<file path="src/design/gpio_cfg.svh">
// Fixed configuration for the GPIO subsystem.
// Pin count, register address width and the register map.
// Included by the packages and by any module that decodes addresses.

`ifndef GPIO_CFG_SVH
`define GPIO_CFG_SVH

// --------------------
// widths

`define GPIO_WIDTH            16      // pins, also the register data width
`define GPIO_ADDR_WIDTH       6       // register bus address width

// --------------------
// register map

`define GPIO_ADDR_DIRECTION   6'h04   // 1 = input, 0 = output
`define GPIO_ADDR_OUT_ENABLE  6'h08   // output driver enable
`define GPIO_ADDR_OUT_VALUE   6'h0C   // value driven on output pins
`define GPIO_ADDR_IN_VALUE    6'h10   // synchronised pin value, read only
`define GPIO_ADDR_INT_STATUS  6'h20   // sticky rising edge status, clear on read

`endif

</file>
<file path="src/design/gpio_bus_pkg.sv">
// Types for the shared GPIO register bus.
// Used by the arbiter, the scanner, the register block and the top level.

`include "gpio_cfg.svh"

package gpio_bus_pkg;

  // register address and data words
  typedef logic [`GPIO_ADDR_WIDTH-1:0] gpio_addr_t;
  typedef logic [`GPIO_WIDTH-1:0]      gpio_data_t;

  // which master holds the bus
  // also remembers the owner of an outstanding read
  typedef enum logic
  {
    OWNER_HOST = 1'b0,   // external host port
    OWNER_SCAN = 1'b1    // interrupt scanner
  } bus_owner_t;

endpackage

</file>
<file path="src/design/gpio_pin_pkg.sv">
// Types for the pin side of the GPIO subsystem.
// Pin vectors and the interrupt scanner state machine.

`include "gpio_cfg.svh"

package gpio_pin_pkg;

  // one bit per pin
  typedef logic [`GPIO_WIDTH-1:0] pin_vec_t;

  // interrupt scanner FSM
  typedef enum logic [1:0]
  {
    SCAN_IDLE = 2'b00,   // waiting for pending status
    SCAN_REQ  = 2'b01,   // status read requested, no grant yet
    SCAN_WAIT = 2'b10    // granted, waiting for read data
  } scan_state_t;

endpackage

</file>
<file path="src/design/gpio_lite_subunit.sv">
// GPIO register block with 16 pins.
// Holds direction, output enable and output value registers, a two stage
// input synchroniser into the input value register, and sticky rising edge
// interrupt status cleared by a status read. Reads are registered and come
// back one cycle after the read strobe.

`timescale 1ns/1ps

`include "gpio_cfg.svh"

module gpio_lite_subunit
  import gpio_bus_pkg::*;
  import gpio_pin_pkg::*;
(
  input  logic       pclk9,
  input  logic       n_reset9,           // async, active low
  input  logic       read,               // read strobe from arbiter
  input  logic       write,              // write strobe from arbiter
  input  gpio_addr_t addr,
  input  gpio_data_t wdata,
  input  pin_vec_t   pin_in,             // raw pin inputs
  input  pin_vec_t   tri_state_enable,   // test override, forces pins to Z
  output pin_vec_t   interrupt,
  output pin_vec_t   pin_oe_n,
  output pin_vec_t   pin_out,
  output gpio_data_t rdata
);

  pin_vec_t direction;      // 1 = input
  pin_vec_t out_enable;
  pin_vec_t out_value;
  pin_vec_t in_value;       // third sync stage, readable
  pin_vec_t int_status;     // sticky rising edge flags

  pin_vec_t sync_one;       // first stage, next to the pin
  pin_vec_t sync_two;

  pin_vec_t int_event;      // rising edge seen this cycle
  pin_vec_t int_trigger;    // edge on an input pin
  logic     status_clear;   // status read in progress

  // --------------------
  // address decode

  logic ad_direction;
  logic ad_out_enable;
  logic ad_out_value;
  logic ad_int_status;

  assign ad_direction  = (addr == `GPIO_ADDR_DIRECTION);
  assign ad_out_enable = (addr == `GPIO_ADDR_OUT_ENABLE);
  assign ad_out_value  = (addr == `GPIO_ADDR_OUT_VALUE);
  assign ad_int_status = (addr == `GPIO_ADDR_INT_STATUS);

  // writable registers, update at the grant edge
  always_ff @(posedge pclk9 or negedge n_reset9)
  begin
    if (!n_reset9)
    begin
      direction  <= '0;   // all outputs
      out_enable <= '0;   // all drivers off
      out_value  <= '0;
    end
    else if (write)
    begin
      if (ad_direction)
        direction <= wdata;
      if (ad_out_enable)
        out_enable <= wdata;
      if (ad_out_value)
        out_value <= wdata;
    end
  end

  // --------------------
  // input synchroniser
  // pin change reaches in_value after three edges

  always_ff @(posedge pclk9 or negedge n_reset9)
  begin
    if (!n_reset9)
    begin
      sync_one <= '0;
      sync_two <= '0;
      in_value <= '0;
    end
    else
    begin
      sync_one <= pin_in;
      sync_two <= sync_one;
      in_value <= sync_two;
    end
  end

  // rising edge = new value high, old value low
  assign int_event   = (sync_two ^ in_value) & sync_two;
  assign int_trigger = int_event & direction;   // output pins never flag
  assign status_clear = read & ad_int_status;

  // sticky status, new edges win over the clear
  always_ff @(posedge pclk9 or negedge n_reset9)
  begin
    if (!n_reset9)
      int_status <= '0;
    else
      int_status <= (int_status & ~{`GPIO_WIDTH{status_clear}}) | int_trigger;
  end

  // --------------------
  // registered read data, zero when idle

  always_ff @(posedge pclk9 or negedge n_reset9)
  begin
    if (!n_reset9)
      rdata <= '0;
    else if (read)
    begin
      case (addr)
        `GPIO_ADDR_DIRECTION:  rdata <= direction;
        `GPIO_ADDR_OUT_ENABLE: rdata <= out_enable;
        `GPIO_ADDR_OUT_VALUE:  rdata <= out_value;
        `GPIO_ADDR_INT_STATUS: rdata <= int_status;
        default:               rdata <= in_value;   // input value or unmapped
      endcase
    end
    else
      rdata <= '0;
  end

  // pin drive
  assign interrupt = int_status;
  assign pin_out   = out_value;
  assign pin_oe_n  = ~(out_enable & ~direction) | tri_state_enable;   // low = driving

  // arbiter only ever presents one strobe per cycle
  a_no_read_write : assert property (
    @(posedge pclk9) disable iff (!n_reset9) !(read && write)
  );

endmodule

</file>
<file path="src/design/gpio_bus_arbiter.sv">
// Shares the single register bus between the host port and the interrupt
// scanner. Grants are combinational, round-robin on a conflict. The owner
// of each read is kept for one cycle so the returned data and its valid
// pulse go back to the master that asked.

`timescale 1ns/1ps

module gpio_bus_arbiter
  import gpio_bus_pkg::*;
(
  input  logic       pclk9,
  input  logic       n_reset9,
  // host side
  input  logic       host_read,
  input  logic       host_write,
  input  gpio_addr_t host_addr,
  input  gpio_data_t host_wdata,
  output logic       host_gnt,
  output logic       host_rvalid,
  output gpio_data_t host_rdata,
  // scanner side has no write path
  input  logic       scan_read,
  input  gpio_addr_t scan_addr,
  output logic       scan_gnt,
  output logic       scan_rvalid,
  output gpio_data_t scan_rdata,
  // register bus
  output logic       bus_read,
  output logic       bus_write,
  output gpio_addr_t bus_addr,
  output gpio_data_t bus_wdata,
  input  gpio_data_t bus_rdata
);

  bus_owner_t last_winner;   // winner of the most recent grant
  bus_owner_t rd_owner;      // who issued the read last cycle
  logic       rd_pending;    // read data due this cycle
  logic       host_req;

  assign host_req = host_read | host_write;

  // a lone request wins at once and a conflict goes to the master that lost last time
  assign host_gnt = host_req  & (~scan_read | (last_winner == OWNER_SCAN));
  assign scan_gnt = scan_read & (~host_req  | (last_winner == OWNER_HOST));

  // --------------------
  // bus mux drives an idle bus when nobody is granted

  assign bus_read  = (host_gnt & host_read) | scan_gnt;
  assign bus_write = host_gnt & host_write;
  assign bus_addr  = host_gnt ? host_addr : (scan_gnt ? scan_addr : '0);
  assign bus_wdata = host_gnt ? host_wdata : '0;

  always_ff @(posedge pclk9 or negedge n_reset9)
  begin
    if (!n_reset9)
    begin
      last_winner <= OWNER_HOST;
      rd_owner    <= OWNER_HOST;
      rd_pending  <= 1'b0;
    end
    else
    begin
      if (host_gnt)
        last_winner <= OWNER_HOST;
      else if (scan_gnt)
        last_winner <= OWNER_SCAN;
      rd_pending <= bus_read;
      if (bus_read)
        rd_owner <= scan_gnt ? OWNER_SCAN : OWNER_HOST;
    end
  end

  // read return steering
  assign host_rvalid = rd_pending & (rd_owner == OWNER_HOST);
  assign scan_rvalid = rd_pending & (rd_owner == OWNER_SCAN);
  assign host_rdata  = (rd_owner == OWNER_HOST) ? bus_rdata : '0;
  assign scan_rdata  = (rd_owner == OWNER_SCAN) ? bus_rdata : '0;

  a_one_grant : assert property (
    @(posedge pclk9) disable iff (!n_reset9) !(host_gnt && scan_gnt)
  );

  a_gnt_has_req : assert property (
    @(posedge pclk9) disable iff (!n_reset9)
      (host_gnt |-> host_req) and (scan_gnt |-> scan_read)
  );

endmodule

</file>
<file path="src/design/gpio_irq_scanner.sv">
// Interrupt scanner. Whenever the register block flags a pending interrupt
// it reads the status register through the arbiter, which clears it, and
// ORs the returned bits into irq_bits. The host sees irq while any bit is
// held and clears the set with a one cycle irq_ack pulse.

`timescale 1ns/1ps

`include "gpio_cfg.svh"

module gpio_irq_scanner
  import gpio_bus_pkg::*;
  import gpio_pin_pkg::*;
(
  input  logic       pclk9,
  input  logic       n_reset9,
  input  pin_vec_t   interrupt,     // status register of the block
  input  logic       scan_gnt,
  input  logic       scan_rvalid,
  input  gpio_data_t scan_rdata,
  input  logic       irq_ack,       // host acknowledge pulse
  output logic       scan_read,
  output gpio_addr_t scan_addr,
  output pin_vec_t   irq_bits,      // latched captured edges
  output logic       irq
);

  scan_state_t state;
  scan_state_t state_nxt;
  pin_vec_t    captured;   // status bits returned this cycle

  // --------------------
  // FSM

  always_comb
  begin
    state_nxt = state;
    case (state)
      SCAN_IDLE:
        if (|interrupt)
          state_nxt = SCAN_REQ;
      SCAN_REQ:
        if (scan_gnt)
          state_nxt = SCAN_WAIT;   // read issued at this edge
      SCAN_WAIT:
        if (scan_rvalid)
          state_nxt = SCAN_IDLE;
      default:
        state_nxt = SCAN_IDLE;
    endcase
  end

  always_ff @(posedge pclk9 or negedge n_reset9)
  begin
    if (!n_reset9)
      state <= SCAN_IDLE;
    else
      state <= state_nxt;
  end

  // request held until granted, address only while requesting
  assign scan_read = (state == SCAN_REQ);
  assign scan_addr = scan_read ? `GPIO_ADDR_INT_STATUS : '0;

  // --------------------
  // captured bit set

  assign captured = (state == SCAN_WAIT && scan_rvalid) ? scan_rdata : '0;

  always_ff @(posedge pclk9 or negedge n_reset9)
  begin
    if (!n_reset9)
      irq_bits <= '0;
    else if (irq_ack)
      irq_bits <= captured;   // ack drops old bits, keeps this cycle's
    else
      irq_bits <= irq_bits | captured;
  end

  assign irq = |irq_bits;

  // read data for the scanner only after its own granted read
  a_rvalid_in_wait : assert property (
    @(posedge pclk9) disable iff (!n_reset9) scan_rvalid |-> (state == SCAN_WAIT)
  );

endmodule

</file>
<file path="src/design/gpio_subsystem.sv">
// Top level of the GPIO subsystem.
// Host port and interrupt scanner share the register block's bus through
// the arbiter. Pins come out as plain vectors, no pad cells.

`timescale 1ns/1ps

module gpio_subsystem
  import gpio_bus_pkg::*;
  import gpio_pin_pkg::*;
(
  input  logic       pclk9,
  input  logic       n_reset9,
  input  logic       host_read,
  input  logic       host_write,
  input  gpio_addr_t host_addr,
  input  gpio_data_t host_wdata,
  input  logic       irq_ack,
  input  pin_vec_t   pin_in,
  input  pin_vec_t   tri_state_enable,
  output logic       host_gnt,
  output logic       host_rvalid,
  output gpio_data_t host_rdata,
  output logic       irq,
  output pin_vec_t   irq_bits,
  output pin_vec_t   pin_out,
  output pin_vec_t   pin_oe_n
);

  // scanner to arbiter
  logic       scan_read;
  gpio_addr_t scan_addr;
  logic       scan_gnt;
  logic       scan_rvalid;
  gpio_data_t scan_rdata;

  // arbiter to register block
  logic       bus_read;
  logic       bus_write;
  gpio_addr_t bus_addr;
  gpio_data_t bus_wdata;
  gpio_data_t bus_rdata;
  pin_vec_t   interrupt;   // status register, feeds the scanner

  gpio_bus_arbiter i_gpio_bus_arbiter (
    .pclk9       (pclk9),
    .n_reset9    (n_reset9),
    .host_read   (host_read),
    .host_write  (host_write),
    .host_addr   (host_addr),
    .host_wdata  (host_wdata),
    .host_gnt    (host_gnt),
    .host_rvalid (host_rvalid),
    .host_rdata  (host_rdata),
    .scan_read   (scan_read),
    .scan_addr   (scan_addr),
    .scan_gnt    (scan_gnt),
    .scan_rvalid (scan_rvalid),
    .scan_rdata  (scan_rdata),
    .bus_read    (bus_read),
    .bus_write   (bus_write),
    .bus_addr    (bus_addr),
    .bus_wdata   (bus_wdata),
    .bus_rdata   (bus_rdata)
  );

  gpio_irq_scanner i_gpio_irq_scanner (
    .pclk9       (pclk9),
    .n_reset9    (n_reset9),
    .interrupt   (interrupt),
    .scan_gnt    (scan_gnt),
    .scan_rvalid (scan_rvalid),
    .scan_rdata  (scan_rdata),
    .irq_ack     (irq_ack),
    .scan_read   (scan_read),
    .scan_addr   (scan_addr),
    .irq_bits    (irq_bits),
    .irq         (irq)
  );

  gpio_lite_subunit i_gpio_lite_subunit (
    .pclk9            (pclk9),
    .n_reset9         (n_reset9),
    .read             (bus_read),
    .write            (bus_write),
    .addr             (bus_addr),
    .wdata            (bus_wdata),
    .pin_in           (pin_in),
    .tri_state_enable (tri_state_enable),
    .interrupt        (interrupt),
    .pin_oe_n         (pin_oe_n),
    .pin_out          (pin_out),
    .rdata            (bus_rdata)
  );

endmodule

</file>
<file path="config.mk">
export PLATFORM = sky130hd
export DESIGN_NAME = gpio_subsystem
export DESIGN_NICKNAME = d
export VERILOG_FILES = /design/src/design/gpio_bus_pkg.sv /design/src/design/gpio_pin_pkg.sv /design/src/design/gpio_lite_subunit.sv /design/src/design/gpio_bus_arbiter.sv /design/src/design/gpio_irq_scanner.sv /design/src/design/gpio_subsystem.sv
export VERILOG_INCLUDE_DIRS = /design/src /design/src/design
export SDC_FILE = /design/constraint.sdc
export NUM_CORES = 1
export LEC_CHECK = 0
export ABC_AREA = 1
export BUFFER_PORTS_ARGS = -buffer_cell sky130_fd_sc_hd__buf_2
export CORE_ASPECT_RATIO = 0.7
export CORE_UTILIZATION = 39
export CTS_CLUSTER_SIZE = 20
export DETAILED_ROUTE_END_ITERATION = 16
export GPL_TIMING_DRIVEN = 0
export HOLD_SLACK_MARGIN = 0.05
export PLACE_DENSITY_LB_ADDON = 0.15
export SYNTH_ARGS = -nofsm -noshare
export SYNTH_HDL_FRONTEND = slang
export SYNTH_HIERARCHICAL = 1
export SYNTH_SLANG_ARGS = --single-unit
</file>
<file path="constraint.sdc">
create_clock -name pclk9 -period 3.13 [get_ports pclk9]
set_clock_uncertainty 0.2 [all_clocks]
set_input_delay 0.1565 -clock pclk9 [delete_from_list [all_inputs] [get_ports pclk9]]
set_output_delay 0.1565 -clock pclk9 [all_outputs]
set_load 0.02 [all_outputs]
</file>
==> impl_metrics.py, run 1 <==
metrics = {
    "run_status": {
        "status": "complete, no violations",
    },
    "grt": {
        "global_route_wire_length_before_repair_um": 29610,
        "grt_remaining_overflow": 0,
        "via_count_of_the_first_global_routing_pass": 5536,
        "maximum_number_of_pins_on_one_net_before_global_route_repair": 85,
        "grt_util_all_layers_pct": 21.35,
        "antenna_found_initial": 0,
    },
    "power": {
        "power.share.switching_pct": 28.97,
        "ir_drop_v": 0.0003150,
        "leakagePower_uw": 0.004405,
        "power_frac_clock_pct": 40.3,
        "power.combinational.fraction_pct": 15.5,
        "pwr_density_cell_mw_per_mm2": 618.1,
        "power.switching_uw": 1585,
        "intPower_uw": 3887,
        "seqPwrFrac_pct": 44.1,
    },
    "worst_hold_path": {
        "holdCritPathClass": "in2async",
    },
    "clocking": {
        "clk_transition_reported_paths_ns": 0.06,
        "root_buffer": "clkbuf_16",
        "cts_setup_buffers": 0,
        "clock_sink_count": 149,
        "clock_insertion_delay_at_the_later_pin_of_the_skew_report_ns": 0.42,
        "cts_tree": "done",
        "cts_max_level": 4,
        "cts_buffers": 17,
        "cts-root-to-sink-buffers": 2,
    },
    "drt": {
        "drtIter0Drc": 390,
        "detail-route-antenna-nets": 0,
        "drt-vias-per-instance": 4.653,
        "post_drt_wl_per_cell_um": 15.01,
        "final_wirelength_um": 18290,
        "drc": 0,
        "dr_total_vias": 5667,
        "dr.pass1.iters": 5,
    },
    "placed_design": {
        "port_buffers": 125,
        "dp.final_hpwl_um": 13390,
        "gpl.final_weighted_congestion": 0.8156,
    },
    "synthesis": {
        "ys_ff_latch": 149,
        "synthDominantAreaCellType": "dfrtp_1",
        "yosysSeqAreaShare_pct": 54.21,
        "yosys.area.top_type_share_pct": 54.21,
        "synth-warning-count": 6,
        "post_synth_main_area_contributors": "dfrtp_1, nand2_1, inv_1, nor2_1, nand4_1",
        "syn-mean-instance-area_um2": 8.728,
        "synth_cell_type_count": 31,
        "syn_inst": 788,
        "synth_enable_flop_cells": 0,
        "synthesis.area_mm2": 0.006878,
        "synth_ff_type": "dfrtp_1",
        "asyncSetResetFlopFracSynth_pct": 100.0,
    },
    "setup_path": {
        "worst-r2r-cell-count": 13,
        "rrSetupSlack_ns": 0.36,
        "worstPathRequired_ns": 3.24,
        "setup.worst_path.end_class": "register",
        "critical_path_class": "reg2reg",
        "crit_path_start_kind": "register",
        "arrival_worst_endpoint_ns": 2.88,
        "critical_path.reg2reg.endpoint": "i_gpio_lite_subunit/rdata[3]",
        "rr_startpoint": "i_gpio_irq_scanner/state[1]",
        "critical_path_peak_fanout": 10,
    },
    "flow_run": {
        "maxCapViolations": 0,
    },
    "die": {
        "num_io_pins": 126,
        "core_area_mm2": 0.01722,
        "design.die.area_mm2": 0.01818,
        "floorplan.initialDensity_pct": 39.95,
        "row_count": 40,
        "die_w_um": 160.7,
        "die-height_um": 113.1,
    },
    "sta": {
        "final_hold_viol_count": 0,
        "min_period_ns": 2.773,
        "layout_worst_path_cycle_share_pct": 88.58,
        "fmax_ghz": 0.3607,
        "tightest_slew_ns": 0.7862,
        "rsz0062_at_grt": "false",
        "final-max-slew-violation-count": 0,
        "finalSetupTns_ns": 0,
        "slew_headroom_pct": 47.59,
        "worst_case_hold_slack_ns": 0.1416,
        "setup_viol": 0,
    },
    "layout": {
        "layout.nets": 1033,
        "antenna_cells_inserted": 0,
        "final_layout_size_suffix_gt1_share_pct": 25.33,
        "areaGrowthSynthToFinish_pct": 28.72,
    },
}
kinds of logic after synthesis:
kind of cell	count (synthesis)	share of synthesized area, %
compound gates	109	8.877
buf+inv	163	10.68
flops	149	54.21
other cells	1	0.05452
simple gates	366	26.18
cell usage in the layout, fill, tap and decap left out, types with 16 or more instances in the layout:
| cell type | synthesis | final |
|---|---|---|
| buf_2 | 16 | 140 |
| clkbuf_16 | 0 | 17 |
| dfrtp_1 | 149 | 149 |
| dlygate4sd3_1 | 0 | 37 |
| inv_1 | 115 | 115 |
| nand2_1 | 145 | 145 |
| nand2_2 | 16 | 16 |
| nand3_1 | 28 | 28 |
| nand4_1 | 51 | 51 |
| nor2_1 | 90 | 90 |
| nor2_4 | 18 | 18 |
| o21ai_0 | 38 | 38 |
| o21ai_1 | 53 | 53 |
| o21ai_2 | 16 | 16 |
area by class of cell:
class	instances	area (um^2)
inverters	121	461.7
plain buffers	42	272.8
fillers	1651	8363
clock buffers	21	470.5
flip-flops and latches	149	3729
multi-input cells	480	2430
repair buffers	163	1030
well taps	231	289.0
clock inverters	11	171.4
Yosys cell counts (2+ instances only):
cell type,instances
dfrtp_1,149
nand2_1,145
inv_1,115
nor2_1,90
o21ai_1,53
nand4_1,51
o21ai_0,38
nand3_1,28
nor2_4,18
buf_2,16
nand2_2,16
o21ai_2,16
buf_4,9
clkbuf_1,9
nand3b_1,9
buf_6,6
inv_2,3
nor2_2,2
nor4_1,2
o31ai_1,2
worst max-delay path by stage:
stage	start	end	slack [ns]	cells past startpoint
after detailed placement	i_gpio_irq_scanner/state[1]	i_gpio_lite_subunit/rdata[13]	0.40	14
final	i_gpio_irq_scanner/state[1]	i_gpio_lite_subunit/rdata[3]	0.36	13
after CTS	i_gpio_irq_scanner/state[1]	i_gpio_lite_subunit/rdata[13]	0.38	14
after global placement	n_reset9	i_gpio_lite_subunit/pin_out[2]	-0.51	1
after global routing	i_gpio_irq_scanner/state[0]	i_gpio_lite_subunit/rdata[12]	0.19	14
after floorplan	i_gpio_irq_scanner/state[1]	i_gpio_lite_subunit/pin_out[2]	0.85	14
stage by stage:
stage               instance area [um^2]  instances  setup slack (ns)  util (%)  total power (uW)
CTS                                 8853       1218            0.3793     51.42              5508
detailed placement                  7841       1149            0.3964     45.55              3248
global route                        8853       1218            0.1869     51.42              5735
floorplan                           6893        792            0.8471         -              2869
finish                              8853       1218            0.3575     51.42              5472
global placement                    7807       1148           -0.5146     45.35              3232
power by group through the flow:
| stage | sequential, uW | clock, uW | combinational, uW |
|---|---|---|---|
| global route | 2450 | 2340 | 953 |
| detailed placement | 2440 | 0 | 811 |
| floorplan | 2380 | 0 | 485 |
| global placement | 2440 | 0 | 792 |
| finish | 2420 | 2210 | 849 |
| CTS | 2410 | 2250 | 849 |
sequential cells by signal, indices dropped and copies added, names as in the netlist:
register                        flops
i_gpio_lite_subunit/sync_one       16
i_gpio_lite_subunit/out_enable     16
i_gpio_bus_arbiter/last_winner      1
i_gpio_lite_subunit/rdata          16
i_gpio_bus_arbiter/rd_pending       1
i_gpio_lite_subunit/in_value       16
i_gpio_lite_subunit/interrupt      16
i_gpio_lite_subunit/pin_out        16
i_gpio_lite_subunit/direction      16
i_gpio_bus_arbiter/rd_owner         1
i_gpio_lite_subunit/sync_two       16
i_gpio_irq_scanner/state            2
i_gpio_irq_scanner/irq_bits        16
metal layers:
metal | vias up | share of wire [%] | GRT usage (%)
met1 | 2610 | 54 | 33.71
met3 | 16 | 5.2 | 4.399
met4 | 0 | 1.0 | 6.226
met2 | 170 | 40 | 28.98
met5 | - | 0 | 0
li1 | 2871 | - | -
repair_timing:
action / CTS / global route
gates resized for setup: 0 / 0
hold buffers: 37 / 0
endpoints found under the hold margin: 155 / 0
critical path, stage by stage, from the launching register on:
cell and delay [ns]:
dfrtp_1 0.42, nor2_1 0.22, buf_6 0.17, inv_4 0.04
nor2_4 0.14, nor2_8 0.08, nand2_1 0.07, nand2_1 0.08
nor2_4 0.29, clkbuf_1 0.44, nand4_1 0.15, nand3_1 0.12
nor2_1 0.04, nor2_1 0.21
(Power assumes the default switching activity.)
==> run 2, diff against run 1 <==
--- a/config.mk
+++ b/config.mk
@@ -8,6 +8,8 @@
 export LEC_CHECK = 0
 export ABC_AREA = 1
 export BUFFER_PORTS_ARGS = -buffer_cell sky130_fd_sc_hd__buf_2
+export CELL_PAD_IN_SITES_DETAIL_PLACEMENT = 0
+export CELL_PAD_IN_SITES_GLOBAL_PLACEMENT = 1
 export CORE_ASPECT_RATIO = 0.7
 export CORE_UTILIZATION = 39
 export CTS_CLUSTER_SIZE = 20
==> run 2 against run 1 <==
  * Register-to-register slack about the same
  * Non-clock buffer count did not move
  * Clock-buffer cell count fell by 2
  * Sequential cell count is the same
  * Largest cell class unchanged
  * Largest power group unchanged
==> impl_metrics.py, run 2 (synthesis gave the netlist of run 1 again) <==
metrics = {
    "run_status": {
        "status": "complete, no violations",
    },
    "grt": {
        "antenna_found_initial": 0,
        "via_count_of_the_first_global_routing_pass": 5529,
        "grt_remaining_overflow": 0,
        "global_route_wire_length_before_repair_um": 30210,
        "maximum_number_of_pins_on_one_net_before_global_route_repair": 96,
        "grt_util_all_layers_pct": 21.83,
    },
    "layout": {
        "final_layout_size_suffix_gt1_share_pct": 25.23,
        "antenna_cells_inserted": 0,
        "final_common_cell": "dfrtp_1",
        "final_cell_mix": "dfrtp_1, nand2_1, buf_2",
        "layout.core_utilization_pct": 50.93,
        "areaGrowthSynthToFinish_pct": 27.49,
        "layout.nets": 1033,
    },
    "clocking": {
        "cts_buffers": 17,
        "cts_max_level": 4,
        "clk_transition_reported_paths_ns": 0.06,
        "clock_insertion_delay_at_the_later_pin_of_the_skew_report_ns": 0.42,
        "clock_sink_count": 149,
        "cts_tree": "done",
        "cts_setup_buffers": 0,
        "root_buffer": "clkbuf_16",
        "cts-root-to-sink-buffers": 2,
    },
    "die": {
        "die-height_um": 113.1,
        "die_w_um": 160.7,
        "core_area_mm2": 0.01722,
        "row_count": 40,
        "num_io_pins": 126,
        "design.die.area_mm2": 0.01818,
        "floorplan.initialDensity_pct": 39.95,
    },
    "setup_path": {
        "critical_path_peak_fanout": 10,
        "rrSetupSlack_ns": 0.36,
        "arrival_worst_endpoint_ns": 2.87,
        "worstPathRequired_ns": 3.24,
        "crit_path_start_kind": "register",
        "critical_path_class": "reg2reg",
        "setup.worst_path.end_class": "register",
    },
    "drt": {
        "dr.pass1.iters": 6,
        "drc": 0,
        "detail-route-antenna-nets": 0,
        "final_wirelength_um": 18330,
        "drt-vias-per-instance": 4.652,
        "dr_total_vias": 5666,
        "drtIter0Drc": 366,
        "post_drt_wl_per_cell_um": 15.05,
    },
    "sta": {
        "worst_slack_ns": 0.3607,
        "final-max-slew-violation-count": 0,
        "layout_worst_path_cycle_share_pct": 88.48,
        "min_period_ns": 2.769,
        "tightest_slew_ns": 0.5604,
        "fmax_ghz": 0.3611,
        "slew_headroom_pct": 62.50,
        "finalSetupTns_ns": 0,
        "setup_viol": 0,
        "final_hold_viol_count": 0,
        "rsz0062_at_grt": "false",
        "worst_case_hold_slack_ns": 0.06025,
    },
    "power": {
        "total_power_uw": 5196,
        "seqPwrFrac_pct": 46.5,
        "intPower_uw": 3587,
        "power.switching_uw": 1609,
        "power.share.switching_pct": 30.96,
        "pwr_density_cell_mw_per_mm2": 592.6,
        "ir_drop_v": 0.0002795,
        "power_frac_clock_pct": 37.1,
        "leakagePower_uw": 0.004360,
        "power.combinational.fraction_pct": 16.4,
    },
    "placed_design": {
        "gpl.final_weighted_congestion": 0.7861,
        "port_buffers": 125,
        "dpl_worst_slack_ns": 0.3802,
        "dp.final_hpwl_um": 13620,
    },
    "worst_hold_path": {
        "holdCritPathClass": "in2async",
    },
    "flow_run": {
        "maxCapViolations": 0,
    },
}
## run 2: final cells by class
| class | count | area (um^2) |
|---|---|---|
| plain buffers | 42 | 272.8 |
| clock buffers | 19 | 432.9 |
| clock inverters | 13 | 123.9 |
| fillers | 1689 | 8448 |
| inverters | 121 | 461.7 |
| multi-input cells | 480 | 2430 |
| flip-flops and latches | 149 | 3729 |
| well taps | 231 | 289.0 |
| repair buffers | 163 | 1030 |
## run 2: repair_timing
action                                 in CTS  in global routing
hold buffers                               37                  0
endpoints found under the hold margin     221                  0
resized for setup                           0                  0
## run 2: path summary, 6_finish.rpt
kind | end | from | cells past startpoint
worst max-delay path | i_gpio_lite_subunit/rdata[13] | i_gpio_irq_scanner/state[1] | 14
worst min-delay path | i_gpio_irq_scanner/irq_bits[8] | n_reset9 | 2
worst max register to register | i_gpio_lite_subunit/rdata[13] | i_gpio_irq_scanner/state[1] | 14
worst min register to register | i_gpio_lite_subunit/sync_two[10] | i_gpio_lite_subunit/sync_one[10] | 0
max in group asynchronous | i_gpio_lite_subunit/direction[3] | n_reset9 | 3
min in group pclk9 | i_gpio_lite_subunit/interrupt[0] | host_addr[0] | 7
## run 2: metal layers
layer	routed length [um]	part of all wire, %	GRT usage (%)
met5	0	0	0
met4	159	0.87	6.038
met3	1013	5.5	4.069
met2	7338	40	30.33
met1	9818	54	34.29
## run 2: worst max-delay path: stages (launching register included)
cell and delay [ns]:
dfrtp_1 0.42, nor2_1 0.22, buf_6 0.17, inv_4 0.04, nor2_4 0.14, nor2_8 0.08
nand2_1 0.07, nand2_1 0.19, nor2_4 0.24, nand3_4 0.15, nand2_2 0.13, buf_4 0.19
o21ai_1 0.08, nor2_1 0.25, nor2_1 0.07
## run 2: stage by stage
| step | instances | area, um^2 |
|---|---|---|
| 6_report | 1218 | 8768 |
| 3_5_place_dp | 1149 | 7841 |
| 4_1_cts | 1218 | 8768 |
| 2_1_floorplan | 792 | 6893 |
| 3_3_place_gp | 1148 | 7807 |
| 5_1_grt | 1218 | 8768 |
## run 2: power groups by stage
stage | registers [uW] | logic, uW | clock network, uW
4_1_cts | 2410 | 852 | 1980
6_report | 2420 | 852 | 1930
2_1_floorplan | 2380 | 485 | 0
3_3_place_gp | 2440 | 799 | 0
3_5_place_dp | 2440 | 815 | 0
5_1_grt | 2450 | 961 | 2050
==> run 3, diff against run 2 <==
--- a/config.mk
+++ b/config.mk
@@ -19,5 +19,4 @@
 export PLACE_DENSITY_LB_ADDON = 0.15
 export SYNTH_ARGS = -nofsm -noshare
 export SYNTH_HDL_FRONTEND = slang
-export SYNTH_HIERARCHICAL = 1
 export SYNTH_SLANG_ARGS = --single-unit
==> run 3 against run 2 <==
  * Fmax is 20% higher
  * Critical path type unchanged
  * Clock-buffer cell count up 1
  * Clock power increased by 4%
  * Cell area shrank 5.2%
  * Global-route usage decreased by 0.19 points
  * Non-clock buffer count down 14
  * Critical path depth down 6
  * Die area decreased by 6.6%
  * Critical endpoint is now i_gpio_lite_subunit.direction[0]
==> impl_metrics.py, run 3 <==
metrics = {
    "run_status": {
        "status": "complete, no violations",
    },
    "setup_path": {
        "setup.worst_path.end_class": "register",
        "critical_path_class": "reg2reg",
        "crit_path_frequent_cell": "nand3_4",
        "arrival_worst_endpoint_ns": 2.44,
        "critical_path.reg2reg.endpoint": "i_gpio_lite_subunit.direction[0]",
        "slowest_stage": "dlygate4sd3_1",
        "worst-r2r-cell-count": 8,
        "rr_startpoint": "i_gpio_bus_arbiter.last_winner",
        "crit_path_end": "i_gpio_lite_subunit.direction[0]",
        "rrSetupSlack_ns": 0.83,
        "crit_path_max_incr_delay_ns": 0.57,
        "crit_path_start_kind": "register",
        "timing.critical_path.cells": "inv_1 > nand3_4 > nand3_1 > nand3_4 > nor4_4 > nand2_1 > dlygate4sd3_1 > o21ai_0",
        "crit_path_start": "i_gpio_bus_arbiter.last_winner",
        "critical_path_peak_fanout": 7,
        "worstPathRequired_ns": 3.27,
    },
    "synthesis": {
        "syn_inst": 712,
        "post_synth_main_area_contributors": "dfrtp_1, nand2_1, inv_1, nor2_1, nand3_1",
        "leading_post_synthesis_cells_by_instance_count": "dfrtp_1, nand2_1, inv_1",
        "synth-warning-count": 0,
        "synth.net_count": 771,
        "synth_enable_flop_cells": 0,
        "synth_cell_type_count": 29,
        "ys_ff_latch": 149,
        "yosysSeqAreaShare_pct": 58.09,
        "synthesis.area_mm2": 0.006419,
        "asyncSetResetFlopFracSynth_pct": 100.0,
        "syn-mean-instance-area_um2": 9.015,
        "synthDominantAreaCellType": "dfrtp_1",
        "synth_ff_type": "dfrtp_1",
        "synth_most_common_cell": "dfrtp_1",
        "yosys.area.top_type_share_pct": 58.09,
    },
    "power": {
        "power.share.switching_pct": 28.57,
        "power_frac_clock_pct": 39.3,
        "power.switching_uw": 1453,
        "power.combinational.fraction_pct": 15.5,
        "ir_drop_v": 0.0003471,
        "intPower_uw": 3633,
        "total_power_uw": 5086,
        "leakagePower_uw": 0.004222,
        "pwr_density_cell_mw_per_mm2": 611.8,
        "seqPwrFrac_pct": 45.2,
    },
    "clocking": {
        "clock_insertion_delay_at_the_later_pin_of_the_skew_report_ns": 0.42,
        "clock_sink_count": 149,
        "cts-root-to-sink-buffers": 2,
        "cts_max_level": 4,
        "clk_transition_reported_paths_ns": 0.06,
        "cts_setup_buffers": 0,
        "cts_tree": "done",
        "cts_buffers": 17,
        "root_buffer": "clkbuf_16",
    },
    "layout": {
        "final_layout_size_suffix_gt1_share_pct": 22.08,
        "layout.nets": 953,
        "areaGrowthSynthToFinish_pct": 29.51,
        "antenna_cells_inserted": 0,
        "final_common_cell": "dfrtp_1",
        "final_cell_mix": "dfrtp_1, buf_2, nand2_1",
        "final_design_area_no_fill_mm2": 0.008313,
    },
    "die": {
        "row_count": 38,
        "die_w_um": 155.3,
        "num_io_pins": 126,
        "floorplan.initialDensity_pct": 40.66,
        "die-height_um": 109.3,
        "design.die.area_mm2": 0.01698,
        "core_area_mm2": 0.01579,
    },
    "placed_design": {
        "port_buffers": 124,
        "dpl-instance-area_mm2": 0.007348,
        "dp.final_hpwl_um": 12930,
        "gpl.final_weighted_congestion": 0.8673,
    },
    "sta": {
        "final-max-slew-violation-count": 0,
        "setup_viol": 0,
        "fmax_ghz": 0.4341,
        "layout_worst_path_cycle_share_pct": 73.59,
        "tightest_slew_ns": 0.5290,
        "min_period_ns": 2.303,
        "final_hold_viol_count": 0,
        "slew_headroom_pct": 64.54,
        "rsz0062_at_grt": "false",
    },
    "drt": {
        "drc": 0,
        "dr.pass1.iters": 4,
        "detail-route-antenna-nets": 0,
        "final_wirelength_um": 17200,
        "drt-vias-per-instance": 4.711,
        "post_drt_wl_per_cell_um": 15.27,
        "dr_total_vias": 5305,
        "drtIter0Drc": 322,
    },
    "grt": {
        "global_route_wire_length_before_repair_um": 27570,
        "maximum_number_of_pins_on_one_net_before_global_route_repair": 98,
        "grt_remaining_overflow": 0,
        "antenna_found_initial": 0,
        "grt_util_all_layers_pct": 21.64,
        "via_count_of_the_first_global_routing_pass": 5101,
    },
    "flow_run": {
        "maxCapViolations": 0,
    },
    "worst_hold_path": {
        "holdCritPathClass": "in2async",
    },
}
==> run 3: cell types whose count changed after synthesis, moves of 7 or more <==
cell and delta:
nor2_1 -7, nand3b_1 -9, inv_1 +8, o21ai_1 -37
nor2_4 -13, a21oi_1 +16, nand2_1 -19, nand4_1 -31
o2bb2ai_1 +16, nand2_2 -15, o21ai_2 -15, nand3_1 +24
buf_2 -7, o22ai_1 +16
==> run 3: how the worst min path moves through the flow <==
stage                from                                 to  cells past startpoint
2_1_floorplan    n_reset9     i_gpio_bus_arbiter.last_winner                      0
3_3_place_gp   pin_in[13]   i_gpio_lite_subunit.sync_one[13]                      1
3_5_place_dp     n_reset9     i_gpio_lite_subunit.pin_out[3]                      1
4_1_cts          n_reset9     i_gpio_lite_subunit.pin_out[2]                      2
5_1_grt          n_reset9  i_gpio_lite_subunit.out_enable[2]                      2
6_report         n_reset9     i_gpio_lite_subunit.pin_out[3]                      2
==> run 3: area by class of cell <==
class                   count  area, um^2
clock buffers              20       456.7
plain buffers              28       155.1
inverters                 127       476.7
fillers                  1527        7472
multi-input cells         408        2058
flip-flops and latches    149        3729
repair buffers            163        1035
clock inverters            11       127.6
well taps                 220       275.3
==> run 3: worst max-delay path: cells and delay by family, from the launching register on <==
family                 cells  cell delay (ns)
AOI/OAI and AO/OA          1             0.07
buffers and inverters      2             0.68
DFF                        1             0.39
and+or+nand+nor            5             0.87
==> run 3: power by group through the flow <==
stage | registers, uW | logic, uW | clock network (uW)
after floorplan | 2350 | 396 | 0
after global placement | 2320 | 738 | 0
after detailed placement | 2330 | 757 | 0
after CTS | 2300 | 796 | 2030
after global routing | 2330 | 876 | 2120
final | 2300 | 789 | 2000
==> run 3: what timing repair did <==
item,in CTS,in global routing
endpoints found under the hold margin,224,0
gates resized for setup,0,0
hold buffers,38,0
==> run 3: kinds of logic after synthesis <==
kind of cell           Yosys count  share of synthesized area (%)
AO/OA/AOI/OAI                   99                          9.201
flip-flops                     149                          58.09
buffers and inverters          155                          9.844
AND/OR/NAND/NOR                309                          22.87
==> run 3: routing by layer <==
metal	routed length, um	vias to the layer above	track usage (%)
li1	-	2631	-
met1	9010	2507	32.69
met2	7063	156	31.20
met3	1013	11	4.809
met4	110	0	5.672
met5	0	-	0
==> run 3: metrics by stage <==
stage | util [%] | setup slack, ns | instances | TNS, ns | hold WS [ns]
2_1_floorplan | - | 1.343 | 712 | 0 | -0.3391
3_3_place_gp | 46.34 | -0.3677 | 1056 | -51.84 | 0.06382
3_5_place_dp | 46.55 | 1.002 | 1057 | 0 | -0.04563
4_1_cts | 52.66 | 0.8349 | 1126 | 0 | 0.07619
5_1_grt | 52.66 | 0.6797 | 1126 | 0 | 0.1142
6_report | 52.66 | 0.8265 | 1126 | 0 | 0.07254
